`src/dm9000a_pkg.sv`:
```
`default_nettype none

package dm9000a_pkg;

   typedef logic [15:0] bus_word_t;
   typedef logic [7:0]  reg_index_t;
   typedef logic [7:0]  isr_flags_t;
   typedef logic [19:0] spin_count_t;

   typedef enum logic [4:0] {
      BUS_IDLE, BUS_SETUP, BUS_SETUP_SPIN, BUS_READ, BUS_WRITE,
      BUS_PF_SPIN_0, BUS_PF_SPIN_1, BUS_PF_READ,
      BUS_RX_SETUP_SPIN, BUS_RX_STATUS_0, BUS_RX_STATUS_1,
      BUS_RX_LEN_0, BUS_RX_LEN_1, BUS_RX_DATA_0, BUS_RX_DATA_1,
      BUS_CRC_0, BUS_CRC_1, BUS_CRC_2
   } bus_state_t;

   typedef enum logic [4:0] {
      CMD_IDLE, CMD_SPIN, CMD_IRQ, CMD_IRQ_STATUS, CMD_IRQ_CLEAR, CMD_DISPATCH,
      CMD_IRQ_FINISH, CMD_LINK_CHANGE, CMD_RX_PACKET_0, CMD_RX_PACKET_1,
      CMD_RESET, CMD_PHY, CMD_NSR, CMD_ISR, CMD_MAC, CMD_MULTICAST, CMD_RXCR, CMD_IMR
   } cmd_state_t;

   // Chip register indexes.
   localparam reg_index_t REG_NCR    = 8'h00;
   localparam reg_index_t REG_NSR    = 8'h01;
   localparam reg_index_t REG_RXCR   = 8'h05;
   localparam reg_index_t REG_PAR    = 8'h10;
   localparam reg_index_t REG_MAR    = 8'h16;
   localparam reg_index_t REG_GPR    = 8'h1F;
   localparam reg_index_t REG_MRCMDX = 8'hF0;
   localparam reg_index_t REG_MRCMD  = 8'hF2;
   localparam reg_index_t REG_ISR    = 8'hFE;
   localparam reg_index_t REG_IMR    = 8'hFF;

   // Register bit masks.
   localparam logic [7:0] NCR_RST     = 8'h01;
   localparam logic [7:0] NSR_LINK    = 8'h40;
   localparam logic [7:0] NSR_WAKE    = 8'h20;
   localparam logic [7:0] NSR_TX2_END = 8'h08;
   localparam logic [7:0] NSR_TX1_END = 8'h04;
   localparam logic [7:0] RXCR_RXEN   = 8'h01;
   localparam logic [7:0] RXCR_PRMSC  = 8'h02;
   localparam int         ISR_POS_PR     = 0;
   localparam int         ISR_POS_LNKCHG = 5;
   localparam isr_flags_t ISR_ALL     = 8'h3F;
   localparam isr_flags_t IMR_PAR     = 8'h80;
   localparam isr_flags_t IMR_LNKCHGI = 8'h20;
   localparam isr_flags_t IMR_PRI     = 8'h01;

   // Receive status bits of a bad frame; the multicast flag is not one of them.
   localparam logic [7:0] RX_BAD_FLAGS = 8'hBF;
   localparam bus_word_t  CRC_BYTES    = 16'd4;

   localparam logic CMD_INDEX = 1'b0;
   localparam logic CMD_DATA  = 1'b1;

endpackage

`default_nettype wire
```
`src/rx_word_fifo.sv`:
```
`timescale 1ns/1ps
`default_nettype none

module rx_word_fifo import dm9000a_pkg::*; #(
   parameter int FIFO_DEPTH = 16
) (
   input  wire            clk_enet,
   input  wire            reset,
   input  wire            wr_req,
   input  wire bus_word_t wr_data,
   output logic           full,
   input  wire            rd_req,
   output bus_word_t      rd_data,
   output logic           empty
);

   localparam int PTR_W = $clog2(FIFO_DEPTH);

   bus_word_t        mem [FIFO_DEPTH];
   logic [PTR_W-1:0] wr_ptr;
   logic [PTR_W-1:0] rd_ptr;
   logic [PTR_W:0]   count;
   logic             push;
   logic             pop;

   assign push    = wr_req && !full;
   assign pop     = rd_req && !empty;
   assign full    = count == (PTR_W + 1)'(FIFO_DEPTH);
   assign empty   = count == '0;
   // Head word is visible without a read request.
   assign rd_data = mem[rd_ptr];

   always_ff @(posedge clk_enet) begin
      if (push) begin
         mem[wr_ptr] <= wr_data;
      end
   end

   always_ff @(posedge clk_enet) begin
      if (reset) begin
         wr_ptr <= '0;
         rd_ptr <= '0;
         count  <= '0;
      end else begin
         wr_ptr <= wr_ptr + PTR_W'(push);
         rd_ptr <= rd_ptr + PTR_W'(pop);
         count  <= count + (PTR_W + 1)'(push) - (PTR_W + 1)'(pop);
      end
   end

endmodule

`default_nettype wire

```
`config.mk`:
```
export PLATFORM = sky130hd
export DESIGN_NAME = rx_word_fifo
export DESIGN_NICKNAME = d
export VERILOG_FILES = /design/src/dm9000a_pkg.sv /design/src/rx_word_fifo.sv
export SDC_FILE = /design/constraint.sdc
export NUM_CORES = 1
export LEC_CHECK = 0
export ABC_CLOCK_PERIOD_IN_PS = 3920
export BUFFER_PORTS_ARGS = -buffer_cell sky130_fd_sc_hd__buf_4
export CORE_MARGIN = 2
export CORE_UTILIZATION = 38
export DETAILED_ROUTE_END_ITERATION = 10
export SETUP_SLACK_MARGIN = 0.05
export SLEW_MARGIN = 20
export SYNTH_ARGS = -nofsm -noshare
export SYNTH_HDL_FRONTEND = slang
export SYNTH_SLANG_ARGS = --single-unit
```
`constraint.sdc`:
```
create_clock -name clk_enet -period 3.92 [get_ports clk_enet]
set_input_delay 0.196 -clock clk_enet [delete_from_list [all_inputs] [get_ports clk_enet]]
set_output_delay 0.196 -clock clk_enet [all_outputs]
set_load 0.1 [all_outputs]
```
==> flow_summary.yaml <==
status:
  status: "complete, no violations"
cts:
  postCtsSetupBuffers: 0
  insertion_delay_ns: 0.51
  cts_tree: "yes"
  cts-root-buf: "clkbuf_16"
  cts_buffers: 25
  cts.path.max_buffers: 3
  cts.sinks: 269
  h-tree-depth: 1
  cts.clk_slew.worst_paths_ns: 0.07
timing:
  hold_ws_ns: 0.006958
  finalSetupViolations: 0
  clock.fmax_mhz: 306.4
  rsz0062_at_grt: "no"
  finalCritPeriodShare_pct: 83.25
  finalHoldViolCount: 0
  fin_ws_ns: 0.6565
  timing.slew.headroom_pct: 27.59
  setup-tns-final_ns: 0
  fin_crit_ns: 3.263
  maxSlewViolCount: 0
  fin_skew_ns: 0.01136
  tightest_slew_ns: 1.084
synthesis:
  ys_seq_area_share_pct: 74.19
  synth_top_area_cell: "edfxtp_1"
  synthTopCellsByCount: "256 x edfxtp_1, 64 x mux2i_1, 32 x mux4_2, 20 x a221oi_1"
  ys_async_sr_fraction_pct: 0
  yosysTopAreaCellShare_pct: 71.76
  synth_seq_cells: 269
  synthCells: 553
  synth_edf_count: 256
  syn_area_um2: 10710
  synth.distinct_cells: 38
  ys_top_cells_by_area: "edfxtp_1 72%, mux4_2 6.7%, mux2i_1 6.0%, dfxtp_1 2.4%, a221oi_2 1.7%"
  avgSynthCellArea_um2: 19.37
  yosysMostFrequentCell: "edfxtp_1"
  syn_nets: 584
  synth_warnings: 0
  yosys_most_used_dff: "edfxtp_1"
place:
  placed_area_um2: 11430
  port_buffers: 37
  dpl.hpwl_mm: 13.66
  place.gp.congestion: 0.7444
  dp_slack_ns: 1.010
  dp.cells: 959
floorplan:
  rows: 61
  core_area_um2: 27780
  chipHeight_um: 171.9
  chipWidth_um: 171.9
  initial_core_util_pct: 38.56
  dieArea_um2: 29550
  pin_count: 38
power_and_ir_drop:
  swShare_pct: 32.20
  p_leak_nw: 3.994
  power.internal_mw: 5.343
  p_total_mw: 7.879
  pwr-share-seq_pct: 43.5
  powerDensity_nw_per_um2: 638.6
  pwr-share-comb_pct: 27.5
  power_switching_mw: 2.537
  vdd_drop_max_v: 0.0005182
  clkPwrFrac_pct: 29.0
cells_and_area:
  area_growth_pct: 15.17
  num_antenna_cells: 0
  regArea_um2: 7953
  final_area_um2: 12340
  fillers: 2399
  fin_util_pct: 44.41
  multiInputGateArea_um2: 2527
  layout.nets: 651
  drive_gt1_share_pct: 23.82
  fin_cells: 1016
global_route:
  gr-usage-all-layers_pct: 15.55
  antenna_found_initial: 0
  use_met3_pct: 1.877
  grt_overflow: 0
  use_met2_pct: 27.10
  grt_pass1_wl_mm: 33.98
  grt_pass1_vias: 5574
  top_usage_layer: "met2"
  grt_start_max_net_pins: 37
  grt.met1_usage_pct: 21.11
detailed_routing:
  first_pass_iters: 4
  wirelength_mm: 22.60
  vias: 5333
  vias_per_cell: 5.249
  drc: 0
  drt-initial-drc-count: 541
  ant_nets: 0
  routedWlPerCell_um: 22.24
critical_path:
  required_ns: 3.72
  crit_buf_inv: 2
  worstSetupPathType: "reg2out"
  critical_path.cell_chain: "inv_1, a221oi_1, o21ai_0, nand2_1, buf_4"
  startpoint_type: "flip-flop"
  cp-end-kind: "output pin"
  cp_slowest_cell: "dfxtp_1"
  path_delay_family: "buffers and inverters"
  cp_max_fo: 17
  cpPeakStageDelay_ns: 0.87
  cp_data_arrival_time_ns: 3.07
min_path:
  hp-class: "in2reg"
flow_run:
  max_cap_viol_count: 0
==> repair_timing <==
action,in CTS,in global routing
gates resized for setup,0,0
endpoints found under the hold margin,175,0
hold buffers,12,0
==> per-layer routing <==
metal,vias up,share of wire [%]
met5,-,0
met4,0,1.6
met3,24,3.8
met2,99,52
met1,2832,42
li1,2378,-
==> power by group through the flow <==
stage | Clock (mW) | Combinational (mW) | Sequential (mW)
finish | 2.29 | 2.17 | 3.42
global route | 2.45 | 2.29 | 3.44
CTS | 2.33 | 2.19 | 3.43
detailed placement | 0 | 2.17 | 3.49
global placement | 0 | 2.14 | 3.48
floorplan | 0 | 1.86 | 3.37
==> worst reg2reg max path, cell delays in order, from the launching register on <==
cell	delay, ns
dfxtp_1	0.34
inv_1	0.08
ha_1	0.20
and4bb_1	0.22
nand2b_4	0.16
or3_1	0.41
nor2_2	0.58
buf_4	0.35
==> sequential cells by signal, summed over array words and instances (netlist names) <==
register,flops
wr_ptr,4
count,5
rd_ptr,4
mem,256
==> area by class of cell <==
| type | count | share of cell area [%] |
|---|---|---|
| Sequential cell | 269 | 64.46 |
| Multi-Input combinational cell | 244 | 20.48 |
| Clock buffer | 43 | 6.186 |
| Timing Repair Buffer | 71 | 4.665 |
| Tap cell | 378 | 3.833 |
| Inverter | 9 | 0.2738 |
| Clock inverter | 2 | 0.1014 |
==> kinds of logic after synthesis <==
| kind of cell | Yosys count | share of synthesized area (%) |
|---|---|---|
| DFF | 269 | 74.19 |
| muxes | 96 | 12.71 |
| and+or+nand+nor | 63 | 3.025 |
| AOI/OAI and AO/OA | 68 | 5.419 |
| adders and majority gates | 11 | 1.355 |
| xor gates and xnor gates | 6 | 0.4905 |
| buffers and inverters | 40 | 2.815 |
==> placed cells by master (no fill, tap or decap), drive strengths merged, types with 16 or more instances in the layout <==
cell type / instances
a221oi: 32
a22oi: 16
buf: 59
clkbuf: 43
edfxtp: 256
mux2i: 64
mux4: 32
nand2: 18
nor2: 18
o21ai: 16
==> final timing paths <==
path / cells past startpoint / slack [ns] / from / end
worst max-delay path: 5 / 0.66 / rd_ptr[3]$_SDFF_PP0_ / rd_data[4]
worst min-delay path: 1 / 0.007 / wr_data[9] / mem[9][9]$_DFFE_PP_
worst min register to register: 3 / 0.65 / wr_ptr[1]$_SDFF_PP0_ / wr_ptr[3]$_SDFF_PP0_
worst max register to register: 7 / 1.26 / count[3]$_SDFF_PP0_ / mem[8][3]$_DFFE_PP_
Note: power is estimated with default switching activity, not from simulation.
