### src/dm9000a_pkg.sv
`default_nettype none

package dm9000a_pkg;

   typedef logic [15:0] bus_word_t;
   typedef logic [7:0]  reg_index_t;
   typedef logic [7:0]  isr_flags_t;
   typedef logic [19:0] spin_count_t;

   typedef enum logic [4:0] {
      BUS_IDLE, BUS_SETUP, BUS_SETUP_SPIN, BUS_READ, BUS_WRITE,
      BUS_PF_SPIN_0, BUS_PF_SPIN_1, BUS_PF_READ,
      BUS_RX_SETUP_SPIN, BUS_RX_STATUS_0, BUS_RX_STATUS_1,
      BUS_RX_LEN_0, BUS_RX_LEN_1, BUS_RX_DATA_0, BUS_RX_DATA_1,
      BUS_CRC_0, BUS_CRC_1, BUS_CRC_2
   } bus_state_t;

   typedef enum logic [4:0] {
      CMD_IDLE, CMD_SPIN, CMD_IRQ, CMD_IRQ_STATUS, CMD_IRQ_CLEAR, CMD_DISPATCH,
      CMD_IRQ_FINISH, CMD_LINK_CHANGE, CMD_RX_PACKET_0, CMD_RX_PACKET_1,
      CMD_RESET, CMD_PHY, CMD_NSR, CMD_ISR, CMD_MAC, CMD_MULTICAST, CMD_RXCR, CMD_IMR
   } cmd_state_t;

   // Chip register indexes.
   localparam reg_index_t REG_NCR    = 8'h00;
   localparam reg_index_t REG_NSR    = 8'h01;
   localparam reg_index_t REG_RXCR   = 8'h05;
   localparam reg_index_t REG_PAR    = 8'h10;
   localparam reg_index_t REG_MAR    = 8'h16;
   localparam reg_index_t REG_GPR    = 8'h1F;
   localparam reg_index_t REG_MRCMDX = 8'hF0;
   localparam reg_index_t REG_MRCMD  = 8'hF2;
   localparam reg_index_t REG_ISR    = 8'hFE;
   localparam reg_index_t REG_IMR    = 8'hFF;

   // Register bit masks.
   localparam logic [7:0] NCR_RST     = 8'h01;
   localparam logic [7:0] NSR_LINK    = 8'h40;
   localparam logic [7:0] NSR_WAKE    = 8'h20;
   localparam logic [7:0] NSR_TX2_END = 8'h08;
   localparam logic [7:0] NSR_TX1_END = 8'h04;
   localparam logic [7:0] RXCR_RXEN   = 8'h01;
   localparam logic [7:0] RXCR_PRMSC  = 8'h02;
   localparam int         ISR_POS_PR     = 0;
   localparam int         ISR_POS_LNKCHG = 5;
   localparam isr_flags_t ISR_ALL     = 8'h3F;
   localparam isr_flags_t IMR_PAR     = 8'h80;
   localparam isr_flags_t IMR_LNKCHGI = 8'h20;
   localparam isr_flags_t IMR_PRI     = 8'h01;

   // Receive status bits of a bad frame; the multicast flag is not one of them.
   localparam logic [7:0] RX_BAD_FLAGS = 8'hBF;
   localparam bus_word_t  CRC_BYTES    = 16'd4;

   localparam logic CMD_INDEX = 1'b0;
   localparam logic CMD_DATA  = 1'b1;

endpackage

`default_nettype wire
### src/dm9000a_bus_engine.sv
`timescale 1ns/1ps
`default_nettype none

module dm9000a_bus_engine import dm9000a_pkg::*; (
   input  wire             clk_enet,
   input  wire             reset,
   input  wire             issue_ready,
   input  wire             issue_read,
   input  wire reg_index_t issue_register,
   input  wire bus_word_t  issue_data,
   output logic            busy,
   output bus_word_t       read_data,
   input  wire bus_word_t  bus_in,
   output bus_word_t       bus_out,
   output logic            enet_cmd,
   output logic            enet_wr_n,
   output logic            enet_rd_n,
   input  wire             fifo_full,
   input  wire             halt,
   output logic            fifo_wr_req,
   output bus_word_t       fifo_wr_data
);

   bus_state_t state;
   bus_word_t  rx_length;
   logic       rx_odd;
   logic       rx_bad;
   logic       rx_stall;

   // Bad frames are drained at full speed, good ones wait for room.
   assign rx_stall = (fifo_full || halt) && !rx_bad;

   // A read is still in progress while its data is being captured.
   assign busy = (state != BUS_IDLE) || !enet_rd_n;

   ////////////////////////////////////////////////////////////////////////////
   // Bus cycle sequencing.
   ////////////////////////////////////////////////////////////////////////////

   always_ff @(posedge clk_enet) begin
      if (reset) begin
         state     <= BUS_IDLE;
         rx_bad    <= 1'b0;
         enet_cmd  <= CMD_DATA;
         enet_wr_n <= 1'b1;
         enet_rd_n <= 1'b1;
      end else begin
         // Strobes are single-cycle pulses unless a state asks otherwise.
         enet_wr_n <= 1'b1;
         enet_rd_n <= 1'b1;
         case (state)
            BUS_IDLE: begin
               if (issue_ready) begin
                  state <= BUS_SETUP;
               end
            end
            // Write the register index.
            BUS_SETUP: begin
               enet_cmd  <= CMD_INDEX;
               enet_wr_n <= 1'b0;
               state     <= (issue_register == REG_MRCMD) ? BUS_RX_SETUP_SPIN
                                                          : BUS_SETUP_SPIN;
            end
            BUS_SETUP_SPIN: begin
               state <= issue_read ? BUS_READ : BUS_WRITE;
            end
            BUS_READ: begin
               enet_cmd  <= CMD_DATA;
               enet_rd_n <= 1'b0;
               state     <= (issue_register == REG_MRCMDX) ? BUS_PF_SPIN_0 : BUS_IDLE;
            end
            BUS_WRITE: begin
               enet_cmd  <= CMD_DATA;
               enet_wr_n <= 1'b0;
               state     <= BUS_IDLE;
            end
            // The prefetch needs a dummy read and 80 ns before the real one.
            BUS_PF_SPIN_0: state <= BUS_PF_SPIN_1;
            BUS_PF_SPIN_1: state <= BUS_PF_READ;
            BUS_PF_READ: begin
               enet_rd_n <= 1'b0;
               state     <= BUS_IDLE;
            end
            // Packet reception, status word first.
            BUS_RX_SETUP_SPIN: state <= BUS_RX_STATUS_0;
            BUS_RX_STATUS_0: begin
               enet_cmd  <= CMD_DATA;
               enet_rd_n <= 1'b0;
               state     <= BUS_RX_STATUS_1;
            end
            BUS_RX_STATUS_1: begin
               rx_bad <= (bus_in[15:8] & RX_BAD_FLAGS) != 8'h00;
               state  <= BUS_RX_LEN_0;
            end
            BUS_RX_LEN_0: begin
               enet_rd_n <= rx_stall;
               state     <= rx_stall ? BUS_RX_LEN_0 : BUS_RX_LEN_1;
            end
            BUS_RX_LEN_1: state <= BUS_RX_DATA_0;
            // Once the payload is done the first CRC read goes out here.
            BUS_RX_DATA_0: begin
               if (rx_length == '0) begin
                  enet_rd_n <= 1'b0;
                  state     <= BUS_CRC_0;
               end else begin
                  enet_rd_n <= rx_stall;
                  state     <= rx_stall ? BUS_RX_DATA_0 : BUS_RX_DATA_1;
               end
            end
            BUS_RX_DATA_1: state <= BUS_RX_DATA_0;
            BUS_CRC_0: state <= BUS_CRC_1;
            BUS_CRC_1: begin
               enet_rd_n <= 1'b0;
               state     <= BUS_CRC_2;
            end
            BUS_CRC_2: state <= BUS_IDLE;
            default: state <= BUS_IDLE;
         endcase
      end
   end

   ////////////////////////////////////////////////////////////////////////////
   // Data path.
   ////////////////////////////////////////////////////////////////////////////

   always_ff @(posedge clk_enet) begin
      case (state)
         BUS_IDLE: begin
            if (!enet_rd_n) begin
               read_data <= bus_in;
            end
         end
         BUS_SETUP: bus_out <= {8'h00, issue_register};
         BUS_WRITE: bus_out <= issue_data;
         BUS_RX_LEN_1: begin
            rx_length <= bus_in - CRC_BYTES;
            rx_odd    <= bus_in[0];
         end
         // Count down one word per read, an odd tail counts as a word.
         BUS_RX_DATA_0: begin
            if (!rx_stall && rx_length != '0) begin
               rx_length <= (rx_length == 16'd1) ? 16'd0 : rx_length - 16'd2;
            end
         end
         default: ;
      endcase
   end

   // FIFO writes happen in the sampling cycle, so full is always current.
   always_comb begin
      fifo_wr_req  = 1'b0;
      fifo_wr_data = bus_in - CRC_BYTES;
      case (state)
         BUS_RX_LEN_1: fifo_wr_req = !rx_bad;
         BUS_RX_DATA_1: begin
            fifo_wr_req  = !rx_bad;
            fifo_wr_data = (rx_length == '0 && rx_odd) ? {8'h00, bus_in[7:0]} : bus_in;
         end
         default: ;
      endcase
   end

endmodule

`default_nettype wire

### config.mk
export PLATFORM = sky130hd
export DESIGN_NAME = dm9000a_bus_engine
export DESIGN_NICKNAME = d
export VERILOG_FILES = /design/src/dm9000a_pkg.sv /design/src/dm9000a_bus_engine.sv
export SDC_FILE = /design/constraint.sdc
export NUM_CORES = 1
export LEC_CHECK = 0
export BUFFER_PORTS_ARGS = -buffer_cell sky130_fd_sc_hd__buf_2
export CAP_MARGIN = 5
export CORE_UTILIZATION = 53
export CTS_BUF_LIST = sky130_fd_sc_hd__clkbuf_4
export DETAILED_ROUTE_END_ITERATION = 8
export GPL_TIMING_DRIVEN = 0
export PLACE_DENSITY = 0.82
export SYNTH_ARGS = -nofsm -noshare
export SYNTH_HDL_FRONTEND = slang
export SYNTH_SLANG_ARGS = --single-unit
### constraint.sdc
create_clock -name clk_enet -period 3.9 [get_ports clk_enet]
set_clock_uncertainty 0.2 [all_clocks]
set_input_delay 0.78 -clock clk_enet [delete_from_list [all_inputs] [get_ports clk_enet]]
set_output_delay 0.78 -clock clk_enet [all_outputs]
set_load 0.005 [all_outputs]
==> results.ini <==
[run_status]
outcome=finished clean

[worst_setup_path]
ff2ff_path_depth=4
crit_arrival_ps=2710
reg2reg_from=state[1]$_SDFFE_PP0P_
crit_path_max_fanout=7
rrSetupSlack_ps=1240
cp.required_ps=2920
worst-setup-path-type=flip-flop to primary output
cp-end-kind=primary output
r2r-end=bus_out[14]$_SDFFCE_PN0N_
crit_path_start_kind=flip-flop

[clocking]
cts_setup_buffers=0
cts_resized=0
root_buffer=clkbuf_4
cts_buffers=9
cts_tree=built
clk_latency_ps=420
clockBufferDepth=2
cts_hold_buf=0
h-tree-depth=3
cts.sinks=58
cts.clk_slew.worst_paths_ps=100

[power]
powerDensity_mw_per_mm2=425.7
p_leak_nw=1.518
peakVddDrop_mv=0.4039

[route]
wl_per_cell_um=16.01
met1_length_um=3077
ant_nets=0
dr.pass1.iters=5
routed_wl_um=7813
vias_per_cell=5.711
via_count=2787
highest_layer=met4
wl_met3_um=556
drc=0
dr_wl_met2_um=3932
drtIter0Drc=271

[yosys]
synth_edf_count=49
yosysMostFrequentCell=edfxtp_1
synth_top_area_share_pct=45.96
synth.distinct_cells=56
synthTopCellsByCount=49 x edfxtp_1, 28 x nor2_1, 24 x nand2_1, 17 x xnor2_1
synth-async-reset-ratio_pct=0
yosys_warnings=0
ys.flop_type=edfxtp_1
synth_area_leaders=edfxtp_1 46%, dfxtp_1 5.6%, xnor2_1 4.7%
syn_area_per_cell_um2=10.67
yosysSeqAreaShare_pct=51.58
netlist_area_mm2=0.003202
yosysTopAreaCell=edfxtp_1
synth_nets=348
ys_ff_latch=58
synthCells=300

[die]
die_y_um=79.73
io_pins=99
die_area_mm2=0.006356
core_region_area_mm2=0.005675
die_x_um=79.73
start_util_pct=56.42
placementRows=27

[timing]
fin_crit_ps=3692
max_clock_freq_ghz=0.2709
slew_viol_final=0
tns_ps=0
finalHoldViolations=0
worst_pin_slew_ps=796.9
grt_setup_unrepaired=false
finalCritPeriodShare_pct=94.66
relSlewSlack_pct=46.87
finalSetupViolations=0

[grt]
grt.overflow.total=0
grt_pass1_wl_um=12830
antenna_found_initial=0
grt_max_degree=18
globalRouteTotalUtil_pct=27.02
grt_pass1_vias=2668

[place]
dpl.hpwl_um=5799
finalWeightedCongestion=0.8823
portBuffers=98

[layout]
finish.net_count=459
antenna_cells=0
final_layout_size_suffix_gt1_share_pct=34.13
final_util_pct=69.82
syn2layout_area_growth_pct=23.76

[run]
cap_violations=0

[min_path]
whs_endpoint=enet_cmd$_SDFFE_PP1P_
worst_hold_startpoint=enet_cmd$_SDFFE_PP1P_
hold_depth=1
min_path_type=flip-flop to flip-flop

sequential cells by signal, summed over array words and instances, names as in the netlist:
name       flops
enet_wr_n      1
rx_odd         1
state          5
enet_rd_n      1
read_data     16
rx_length     16
enet_cmd       1
bus_out       16
rx_bad         1
worst max-delay path by stage:
stage | depth (start not counted) | slack (ps) | end | start
after CTS | 6 | 230 | fifo_wr_data[9] | rx_length[11]$_DFFE_PP_
after floorplan | 5 | 770 | fifo_wr_data[13] | bus_in[2]
final | 6 | 210 | fifo_wr_data[9] | rx_length[11]$_DFFE_PP_
after global placement | 9 | 390 | fifo_wr_data[14] | bus_in[2]
after detailed placement | 9 | 340 | fifo_wr_data[14] | bus_in[2]
after global routing | 6 | 40 | fifo_wr_data[9] | rx_length[8]$_DFFE_PP_
area by class of cell:
type / count / area [um2]
fill: 460 / 1713
sequential: 58 / 1652
multi-input combinational: 217 / 1436
timing repair buffer: 100 / 509.2
tap: 72 / 90.09
buffer: 17 / 88.84
clock inverter: 6 / 81.33
clock buffer: 10 / 75.07
inverter: 8 / 30.03
through the flow:
step	total power, mW	setup WS, ps	hold slack (ps)	instance area, um2	instances
2_1_floorplan	1.025	766.9	278.8	3202	300
3_3_place_gp	1.185	387.6	268.1	3782	470
3_5_place_dp	1.199	342.8	300.3	3799	471
4_1_cts	1.686	230.1	328.9	3955	487
5_1_grt	1.760	37.28	350.7	3963	488
6_report	1.687	208.2	324.3	3963	488
cells in the final DEF, fill, tap and decap left out, drive strengths merged, types with 3 or more instances in the layout:
| cell | n |
|---|---|
| xor2 | 13 |
| inv | 8 |
| mux2 | 8 |
| a21oi | 14 |
| a31oi | 10 |
| or4 | 4 |
| clkbuf | 20 |
| nand2 | 24 |
| nand3 | 9 |
| nand2b | 3 |
| nor2 | 28 |
| edfxtp | 49 |
| and2 | 8 |
| buf | 107 |
| clkinv | 3 |
| nand3b | 3 |
| o22ai | 15 |
| dfxtp | 9 |
| o21a | 4 |
| nand4 | 3 |
| o21ai | 5 |
| nor4 | 5 |
| nor2b | 3 |
| nor3 | 11 |
| xnor2 | 17 |
worst max-delay path, stage by stage, from the launching register on:
cell      delay, ps
edfxtp_1        450
or4_1           580
nor3b_1         260
and4b_1         360
a21o_1          310
a31oi_1         160
buf_2           150
logic make-up after synthesis:
family / Yosys count / share of synthesized area (%)
AO/OA/AOI/OAI: 61 / 12.43
XOR/XNOR: 30 / 8.206
adder cells (fa/ha/maj): 2 / 0.7814
buffers and inverters: 25 / 3.712
flip-flops: 58 / 51.58
multiplexers: 9 / 3.126
AND/OR/NAND/NOR: 115 / 20.16
metal layers:
| layer | track usage [%] | vias up |
|---|---|---|
| li1 | - | 1338 |
| met1 | 31.21 | 1295 |
| met2 | 46.84 | 130 |
| met3 | 6.057 | 24 |
| met4 | 13.27 | 0 |
| met5 | 0 | - |
where the power goes:
part	leakage [nW]	total [mW]	switching [mW]	internal, mW
combinational	0.912	0.403	0.244	0.159
sequential	0.522	0.788	0.0187	0.769
clock	0.0838	0.496	0.233	0.263
No activity file was read; power rests on OpenSTA's default activity.
