File: src/dm9000a_pkg.sv
`default_nettype none

package dm9000a_pkg;

   typedef logic [15:0] bus_word_t;
   typedef logic [7:0]  reg_index_t;
   typedef logic [7:0]  isr_flags_t;
   typedef logic [19:0] spin_count_t;

   typedef enum logic [4:0] {
      BUS_IDLE, BUS_SETUP, BUS_SETUP_SPIN, BUS_READ, BUS_WRITE,
      BUS_PF_SPIN_0, BUS_PF_SPIN_1, BUS_PF_READ,
      BUS_RX_SETUP_SPIN, BUS_RX_STATUS_0, BUS_RX_STATUS_1,
      BUS_RX_LEN_0, BUS_RX_LEN_1, BUS_RX_DATA_0, BUS_RX_DATA_1,
      BUS_CRC_0, BUS_CRC_1, BUS_CRC_2
   } bus_state_t;

   typedef enum logic [4:0] {
      CMD_IDLE, CMD_SPIN, CMD_IRQ, CMD_IRQ_STATUS, CMD_IRQ_CLEAR, CMD_DISPATCH,
      CMD_IRQ_FINISH, CMD_LINK_CHANGE, CMD_RX_PACKET_0, CMD_RX_PACKET_1,
      CMD_RESET, CMD_PHY, CMD_NSR, CMD_ISR, CMD_MAC, CMD_MULTICAST, CMD_RXCR, CMD_IMR
   } cmd_state_t;

   // Chip register indexes.
   localparam reg_index_t REG_NCR    = 8'h00;
   localparam reg_index_t REG_NSR    = 8'h01;
   localparam reg_index_t REG_RXCR   = 8'h05;
   localparam reg_index_t REG_PAR    = 8'h10;
   localparam reg_index_t REG_MAR    = 8'h16;
   localparam reg_index_t REG_GPR    = 8'h1F;
   localparam reg_index_t REG_MRCMDX = 8'hF0;
   localparam reg_index_t REG_MRCMD  = 8'hF2;
   localparam reg_index_t REG_ISR    = 8'hFE;
   localparam reg_index_t REG_IMR    = 8'hFF;

   // Register bit masks.
   localparam logic [7:0] NCR_RST     = 8'h01;
   localparam logic [7:0] NSR_LINK    = 8'h40;
   localparam logic [7:0] NSR_WAKE    = 8'h20;
   localparam logic [7:0] NSR_TX2_END = 8'h08;
   localparam logic [7:0] NSR_TX1_END = 8'h04;
   localparam logic [7:0] RXCR_RXEN   = 8'h01;
   localparam logic [7:0] RXCR_PRMSC  = 8'h02;
   localparam int         ISR_POS_PR     = 0;
   localparam int         ISR_POS_LNKCHG = 5;
   localparam isr_flags_t ISR_ALL     = 8'h3F;
   localparam isr_flags_t IMR_PAR     = 8'h80;
   localparam isr_flags_t IMR_LNKCHGI = 8'h20;
   localparam isr_flags_t IMR_PRI     = 8'h01;

   // Receive status bits of a bad frame; the multicast flag is not one of them.
   localparam logic [7:0] RX_BAD_FLAGS = 8'hBF;
   localparam bus_word_t  CRC_BYTES    = 16'd4;

   localparam logic CMD_INDEX = 1'b0;
   localparam logic CMD_DATA  = 1'b1;

endpackage

`default_nettype wire
File: src/dm9000a_command_seq.sv
`timescale 1ns/1ps
`default_nettype none

module dm9000a_command_seq import dm9000a_pkg::*; #(
   parameter logic [47:0] MAC_ADDRESS       = 48'h010203040506,
   parameter logic [63:0] MULTICAST_ADDRESS = 64'h0,
   parameter bit          PROMISCUOUS_EN    = 1'b1,
   parameter bit          BROADCAST_EN      = 1'b1,
   parameter spin_count_t RESET_SPIN        = 20'd20,
   parameter spin_count_t PHY_SPIN          = 20'd40
) (
   input  wire            clk_enet,
   input  wire            reset,
   input  wire            enet_int,
   input  wire            busy,
   input  wire bus_word_t read_data,
   output logic           issue_ready,
   output logic           issue_read,
   output reg_index_t     issue_register,
   output bus_word_t      issue_data,
   output logic           link_status
);

   // Auto-wrap plus the link change and packet received interrupts.
   localparam isr_flags_t INT_MASK = IMR_PAR | IMR_LNKCHGI | IMR_PRI;

   cmd_state_t  state;
   cmd_state_t  post_spin_state;
   spin_count_t spin_count;
   logic [2:0]  byte_pos;
   isr_flags_t  irq_flags;
   logic [7:0]  mcast_byte;

   // Top hash bit is the broadcast entry.
   assign mcast_byte = MULTICAST_ADDRESS[{byte_pos, 3'b000} +: 8] |
                       {BROADCAST_EN && byte_pos == 3'd7, 7'b0};

   always_ff @(posedge clk_enet) begin
      if (reset) begin
         // Let the chip finish its power-on reset first.
         state           <= CMD_SPIN;
         post_spin_state <= CMD_RESET;
         spin_count      <= PHY_SPIN;
         byte_pos        <= 3'd0;
         irq_flags       <= '0;
         issue_ready     <= 1'b0;
         link_status     <= 1'b0;
      end else if (issue_ready) begin
         // The engine takes the command in this cycle.
         issue_ready <= 1'b0;
      end else if (!busy) begin
         issue_ready <= 1'b1;
         issue_read  <= 1'b0;
         case (state)
            CMD_IDLE: begin
               issue_ready <= 1'b0;
               if (enet_int) begin
                  state <= CMD_IRQ;
               end
            end
            CMD_SPIN: begin
               issue_ready <= 1'b0;
               spin_count  <= spin_count - spin_count_t'(1);
               if (spin_count == '0) begin
                  state <= post_spin_state;
               end
            end

            ////////////////////////////////////////////////////////////////////
            // Interrupt service.
            ////////////////////////////////////////////////////////////////////

            CMD_IRQ: begin
               issue_register <= REG_IMR;
               issue_data     <= {8'h00, IMR_PAR};
               state          <= CMD_IRQ_STATUS;
            end
            CMD_IRQ_STATUS: begin
               issue_read     <= 1'b1;
               issue_register <= REG_ISR;
               state          <= CMD_IRQ_CLEAR;
            end
            // Write back only the flags seen, later events stay pending.
            CMD_IRQ_CLEAR: begin
               irq_flags      <= read_data[7:0];
               issue_register <= REG_ISR;
               issue_data     <= {8'h00, read_data[7:0]};
               state          <= CMD_DISPATCH;
            end
            CMD_DISPATCH: begin
               issue_ready <= 1'b0;
               if (irq_flags[ISR_POS_PR]) begin
                  state <= CMD_RX_PACKET_0;
               end else if (irq_flags[ISR_POS_LNKCHG]) begin
                  state <= CMD_LINK_CHANGE;
               end else begin
                  state <= CMD_IRQ_FINISH;
               end
            end
            CMD_IRQ_FINISH: begin
               issue_register <= REG_IMR;
               issue_data     <= {8'h00, INT_MASK};
               state          <= CMD_IDLE;
            end
            // First pass reads the NSR, second pass takes the link bit.
            CMD_LINK_CHANGE: begin
               if (irq_flags[ISR_POS_LNKCHG]) begin
                  issue_read                <= 1'b1;
                  issue_register            <= REG_NSR;
                  irq_flags[ISR_POS_LNKCHG] <= 1'b0;
               end else begin
                  issue_ready <= 1'b0;
                  link_status <= (read_data[7:0] & NSR_LINK) != 8'h00;
                  state       <= CMD_DISPATCH;
               end
            end
            CMD_RX_PACKET_0: begin
               issue_read            <= 1'b1;
               issue_register        <= REG_MRCMDX;
               irq_flags[ISR_POS_PR] <= 1'b0;
               state                 <= CMD_RX_PACKET_1;
            end
            // Ready byte of 1 means another frame is waiting.
            CMD_RX_PACKET_1: begin
               if (read_data[7:0] == 8'h01) begin
                  issue_read     <= 1'b1;
                  issue_register <= REG_MRCMD;
                  state          <= CMD_RX_PACKET_0;
               end else begin
                  issue_ready <= 1'b0;
                  state       <= CMD_DISPATCH;
               end
            end

            ////////////////////////////////////////////////////////////////////
            // Initialization.
            ////////////////////////////////////////////////////////////////////

            CMD_RESET: begin
               issue_register  <= REG_NCR;
               issue_data      <= {8'h00, NCR_RST};
               spin_count      <= RESET_SPIN;
               post_spin_state <= CMD_PHY;
               state           <= CMD_SPIN;
            end
            CMD_PHY: begin
               issue_register  <= REG_GPR;
               issue_data      <= 16'h0000;
               spin_count      <= PHY_SPIN;
               post_spin_state <= CMD_NSR;
               state           <= CMD_SPIN;
            end
            CMD_NSR: begin
               issue_register <= REG_NSR;
               issue_data     <= {8'h00, NSR_WAKE | NSR_TX2_END | NSR_TX1_END};
               state          <= CMD_ISR;
            end
            CMD_ISR: begin
               issue_register <= REG_ISR;
               issue_data     <= {8'h00, ISR_ALL};
               byte_pos       <= 3'd0;
               state          <= CMD_MAC;
            end
            CMD_MAC: begin
               issue_register <= REG_PAR + {5'b00000, byte_pos};
               issue_data     <= {8'h00, MAC_ADDRESS[{byte_pos, 3'b000} +: 8]};
               byte_pos       <= (byte_pos == 3'd5) ? 3'd0 : byte_pos + 3'd1;
               if (byte_pos == 3'd5) begin
                  state <= CMD_MULTICAST;
               end
            end
            CMD_MULTICAST: begin
               issue_register <= REG_MAR + {5'b00000, byte_pos};
               issue_data     <= {8'h00, mcast_byte};
               byte_pos       <= byte_pos + 3'd1;
               if (byte_pos == 3'd7) begin
                  state <= CMD_RXCR;
               end
            end
            CMD_RXCR: begin
               issue_register <= REG_RXCR;
               issue_data     <= {8'h00, RXCR_RXEN | (PROMISCUOUS_EN ? RXCR_PRMSC : 8'h00)};
               state          <= CMD_IMR;
            end
            CMD_IMR: begin
               issue_register <= REG_IMR;
               issue_data     <= {8'h00, INT_MASK};
               state          <= CMD_IDLE;
            end
            default: begin
               issue_ready <= 1'b0;
               state       <= CMD_IDLE;
            end
         endcase
      end
   end

endmodule

`default_nettype wire

File: config.mk
export PLATFORM = sky130hd
export DESIGN_NAME = dm9000a_command_seq
export DESIGN_NICKNAME = d
export VERILOG_FILES = /design/src/dm9000a_pkg.sv /design/src/dm9000a_command_seq.sv
export SDC_FILE = /design/constraint.sdc
export NUM_CORES = 1
export LEC_CHECK = 0
export BUFFER_PORTS_ARGS = -buffer_cell sky130_fd_sc_hd__buf_4
export CORE_ASPECT_RATIO = 0.75
export CORE_UTILIZATION = 57
export DETAILED_ROUTE_END_ITERATION = 10
export PLACE_DENSITY = 0.8
export SKIP_LAST_GASP = 1
export SYNTH_ARGS = -nofsm -noshare
export SYNTH_HDL_FRONTEND = slang
export SYNTH_SLANG_ARGS = --single-unit
File: constraint.sdc
create_clock -name clk_enet -period 2.9 [get_ports clk_enet]
set_input_delay 0.58 -clock clk_enet [delete_from_list [all_inputs] [get_ports clk_enet]]
set_output_delay 0.58 -clock clk_enet [all_outputs]
set_load 0.05 [all_outputs]
==> reports/results.env <==
OUTCOME='finished clean'
VIA_COUNT=3062
YOSYS_REG_BITS=50
FINISH.UTILIZATION=0.665
LARGEST_NET_DEGREE_AT_THE_START_OF_GLOBAL_ROUTING=27
FINAL_CRITICAL_PATH_TIME_INCLUDING_I_O_DELAYS_AND_SETUP_PS=2320
CP_COMMON_CELL='sky130_fd_sc_hd__buf_4'
CRITICAL_PATH.MAX_STAGE_DELAY_PS=390
START_UTIL=0.595
IRDROPWORSTVDD_V=0.000334
INITIAL_DRT_PASS_ITERATIONS=5
IOS=47
SETUP_TOTAL_NEGATIVE_SLACK_PS=0
CLOCK-SINKS=50
POST-PLACE-CELLS=483
POST_DRT_VIA_CELL_RATIO=6.24
PLACEMENT.IO_BUFFERS=30
SYNTHESIZED_AREA_PER_CELL_UM2=8.15
PERIOD_SHARE=0.798
SETUP_REPAIR_AFTER_GLOBAL_ROUTING_MISSED_ITS_MARGIN='false'
NUMBER_OF_STANDARD_CELL_ROWS_IN_THE_FLOORPLAN=23
NUMBER_OF_GLOBAL_ROUTE_VIAS_BEFORE_REPAIR=2546
TRITONCTS='built'
TIMING.MAX_CAP.VIOLATIONS=0
CLK_LATENCY_PS=320
WL_UM=8090
DRT-WIRELENGTH-PER-CELL_UM=16.5
CTS_BUFFER_DEPTH=2
DRC_ERRORS=0
DIE_WIDTH_UM=88.6
DRIVE_ABOVE_1_SHARE=0.163
CLK_TRANSITION_REPORTED_PATHS_PS=100
ROUTABILITYCONGESTION=0.969
TIMING.FINAL.MAX_SLEW_VIOLATIONS=0
HOLD_PATH.CLASS='register to register'
POST_CTS.REPAIR.SETUP_BUFFERS=0
FMAX_ACHIEVED_GHz=0.432
ASYNC_FLOP_SHARE=0
POWER.STATIC_LEAKAGE_nW=1.30
LAYOUT.CELLS.MOST_COMMON='sky130_fd_sc_hd__buf_4'
AREA_GROWTH_PCT=11.8
CP_MAX_FO=6
SYNTH-MAIN-FF-CELL='sky130_fd_sc_hd__dfxtp_1'
SYNTH.LIB_CELLS_USED.DISTINCT=67
TIGHTEST_SLEW_PS=715
PROPORTION_OF_SYNTHESIZED_CHIP_AREA_IN_SEQUENTIAL_CELLS=0.359
CTS_HOLD_REPAIR.BUFFERS=0
GRT_OVERFLOW_TOTAL=0
CRITICAL_PATH.STARTPOINT_TYPE='input port'
CRIT_CHAIN='buf_4 > nor4b_1 > buf_4 > and2_1 > o21ai_0 > a31o_1 > a221oi_1 > buf_4'
CTS_HTREE_LEVELS=2
GRT_PASS1_WL_UM=13000
ROOT_BUF_CELL='sky130_fd_sc_hd__clkbuf_8'
FIRST_ITER_VIOLATIONS=462
SYNTH_ENABLE_FLOP_CELLS=15
GRT_UTIL_ALL_LAYERS=0.290
CTS_RESIZED=0
FLOORPLAN.DIE.HEIGHT_UM=66.9
TIMING.FINAL.SETUP_VIOLATIONS=0
DIE_AREA_MM2=0.00593
WORST_PATH_MAX_DELAY_CELL='sky130_fd_sc_hd__nor4b_1'
TIMING_HOLD_VIOLATIONS_FINAL=0
TIMING.CRITICAL_PATH.ARRIVAL_PS=2360
CELLPOWERDENSITY_mW_PER_MM2=713
CORE_MM2=0.00538
POST-DP-HPWL_UM=5840
RELSLEWSLACK=0.523
YS.WARNINGS.COUNT=0
POST-LAYOUT-TOTAL-POWER_mW=2.55
FIN_WORST_SKEW_PS=10.7
TIMING.CRITICAL_PATH.TO_TYPE='register'
CRITICAL_PATH_CLASS='input port to register'
POST_SYNTH_INST_COUNT=393
FINISH.CELL_COUNT_WITHOUT_FILLERS=491
FIN_NETS=443
ANTENNA_VIOLATIONS_BEFORE_REPAIR=0
MOSTFREQUENTLAYOUTCELLS='sky130_fd_sc_hd__buf_4, sky130_fd_sc_hd__a21oi_1, sky130_fd_sc_hd__nor2_1'
CTS_BUFFERS=5
DRT.ANTENNA.VIOLATING_NETS=0
SYNTH_AREA_MM2=0.00320
CRIT_REQUIRED_PS=2940
ANTENNA_CELL_COUNT=0
worst max-delay path: cells and delay by family:
family / cells / cell delay [ps]
AND/OR/NAND/NOR: 2 / 530
AO/OA/AOI/OAI: 3 / 690
buffers and inverters: 3 / 540
cell families (layout without fill, tap and decap cells):
family	count (synthesis)	in the layout	share of synthesized area
simple gates	152	152	0.264
compound gates	118	118	0.229
flops	50	50	0.359
buf+inv	50	66	0.0758
fa+ha+maj	9	9	0.0344
xor+xnor	9	9	0.0246
mux	4	4	0.0125
other cells	1	8	0.00117
synth_stat cells (2+ instances only):
library cell / instances / area, um2
sky130_fd_sc_hd__a21oi_1: 42 / 210
sky130_fd_sc_hd__nor2_1: 41 / 154
sky130_fd_sc_hd__dfxtp_1: 35 / 701
sky130_fd_sc_hd__o21ai_0: 25 / 125
sky130_fd_sc_hd__nand2_1: 23 / 86.3
sky130_fd_sc_hd__nor3_1: 17 / 85.1
sky130_fd_sc_hd__edfxtp_1: 15 / 450
sky130_fd_sc_hd__clkbuf_1: 14 / 52.6
sky130_fd_sc_hd__inv_1: 13 / 48.8
sky130_fd_sc_hd__nand3_1: 13 / 65.1
sky130_fd_sc_hd__buf_4: 10 / 75.1
sky130_fd_sc_hd__a31oi_1: 8 / 50.1
sky130_fd_sc_hd__buf_2: 8 / 40.0
sky130_fd_sc_hd__ha_1: 8 / 100
sky130_fd_sc_hd__xor2_1: 8 / 70.1
sky130_fd_sc_hd__nand2b_1: 7 / 43.8
sky130_fd_sc_hd__o22ai_1: 7 / 43.8
sky130_fd_sc_hd__or3_1: 7 / 43.8
sky130_fd_sc_hd__o31ai_1: 5 / 37.5
sky130_fd_sc_hd__buf_1: 4 / 15.0
sky130_fd_sc_hd__mux2i_1: 4 / 40.0
sky130_fd_sc_hd__nand4_1: 4 / 25.0
sky130_fd_sc_hd__nand4b_1: 4 / 35.0
sky130_fd_sc_hd__nor2b_1: 4 / 25.0
sky130_fd_sc_hd__or4_1: 4 / 30.0
sky130_fd_sc_hd__and3_1: 3 / 18.8
sky130_fd_sc_hd__o2111ai_1: 3 / 26.3
sky130_fd_sc_hd__or2_2: 3 / 18.8
sky130_fd_sc_hd__or4_4: 3 / 33.8
sky130_fd_sc_hd__a221oi_1: 2 / 17.5
sky130_fd_sc_hd__a31o_2: 2 / 17.5
sky130_fd_sc_hd__a32oi_1: 2 / 17.5
sky130_fd_sc_hd__and2_1: 2 / 12.5
sky130_fd_sc_hd__and3b_1: 2 / 17.5
sky130_fd_sc_hd__nand3_2: 2 / 20.0
sky130_fd_sc_hd__nand3b_1: 2 / 15.0
sky130_fd_sc_hd__nor3b_1: 2 / 15.0
sky130_fd_sc_hd__nor4_1: 2 / 12.5
sky130_fd_sc_hd__nor4b_1: 2 / 17.5
sky130_fd_sc_hd__o211ai_1: 2 / 15.0
sky130_fd_sc_hd__o221ai_1: 2 / 17.5
sky130_fd_sc_hd__o41ai_1: 2 / 17.5
worst paths after layout:
| path | from | to | slack, ps | depth (start not counted) |
|---|---|---|---|---|
| worst min register to register | post_spin_state[1] | post_spin_state[1] | 480 | 2 |
| worst max-delay path | read_data[6] | issue_register[3] | 580 | 8 |
| worst max register to register | state[3] | spin_count[16] | 600 | 5 |
| worst min-delay path | post_spin_state[1] | post_spin_state[1] | 480 | 2 |
final cells by class:
class,instances,area (um2)
repair buffers,45,338
flip-flops and latches,50,1150
clock buffers,6,93.8
multi-input cells,300,1840
clock inverters,2,18.8
inverters,13,48.8
fillers,448,1800
well taps,75,93.8
per-layer routing:
layer / global-route usage / routed length [um] / up-vias
li1: - / - / 1478
met1: 0.432 / 3830 / 1379
met2: 0.401 / 3160 / 186
met3: 0.0682 / 903 / 19
met4: 0.103 / 193 / 0
met5: 0 / 0 / -
flip-flops by register name, summed over array words and instances, names as in the netlist:
signal,cells
spin_count,20
issue_data,8
issue_register,6
state,5
byte_pos,3
post_spin_state,3
irq_flags,2
issue_read,1
issue_ready,1
link_status,1
power breakdown:
group / total (mW) / switching (mW) / internal (mW) / leakage (nW)
sequential: 0.903 / 0.0840 / 0.819 / 0.421
combinational: 1.16 / 0.762 / 0.394 / 0.823
clock: 0.493 / 0.264 / 0.229 / 0.0545
per-stage QoR:
step / hold slack [ps] / instance area [um2] / setup WS, ps
after detailed placement: 459 / 3470 / 310
after global placement: 458 / 3470 / 253
final: 484 / 3580 / 585
after floorplan: 438 / 3230 / 339
after CTS: 482 / 3580 / 594
after global routing: 522 / 3580 / 424
Note: power is estimated with default switching activity, not from simulation.
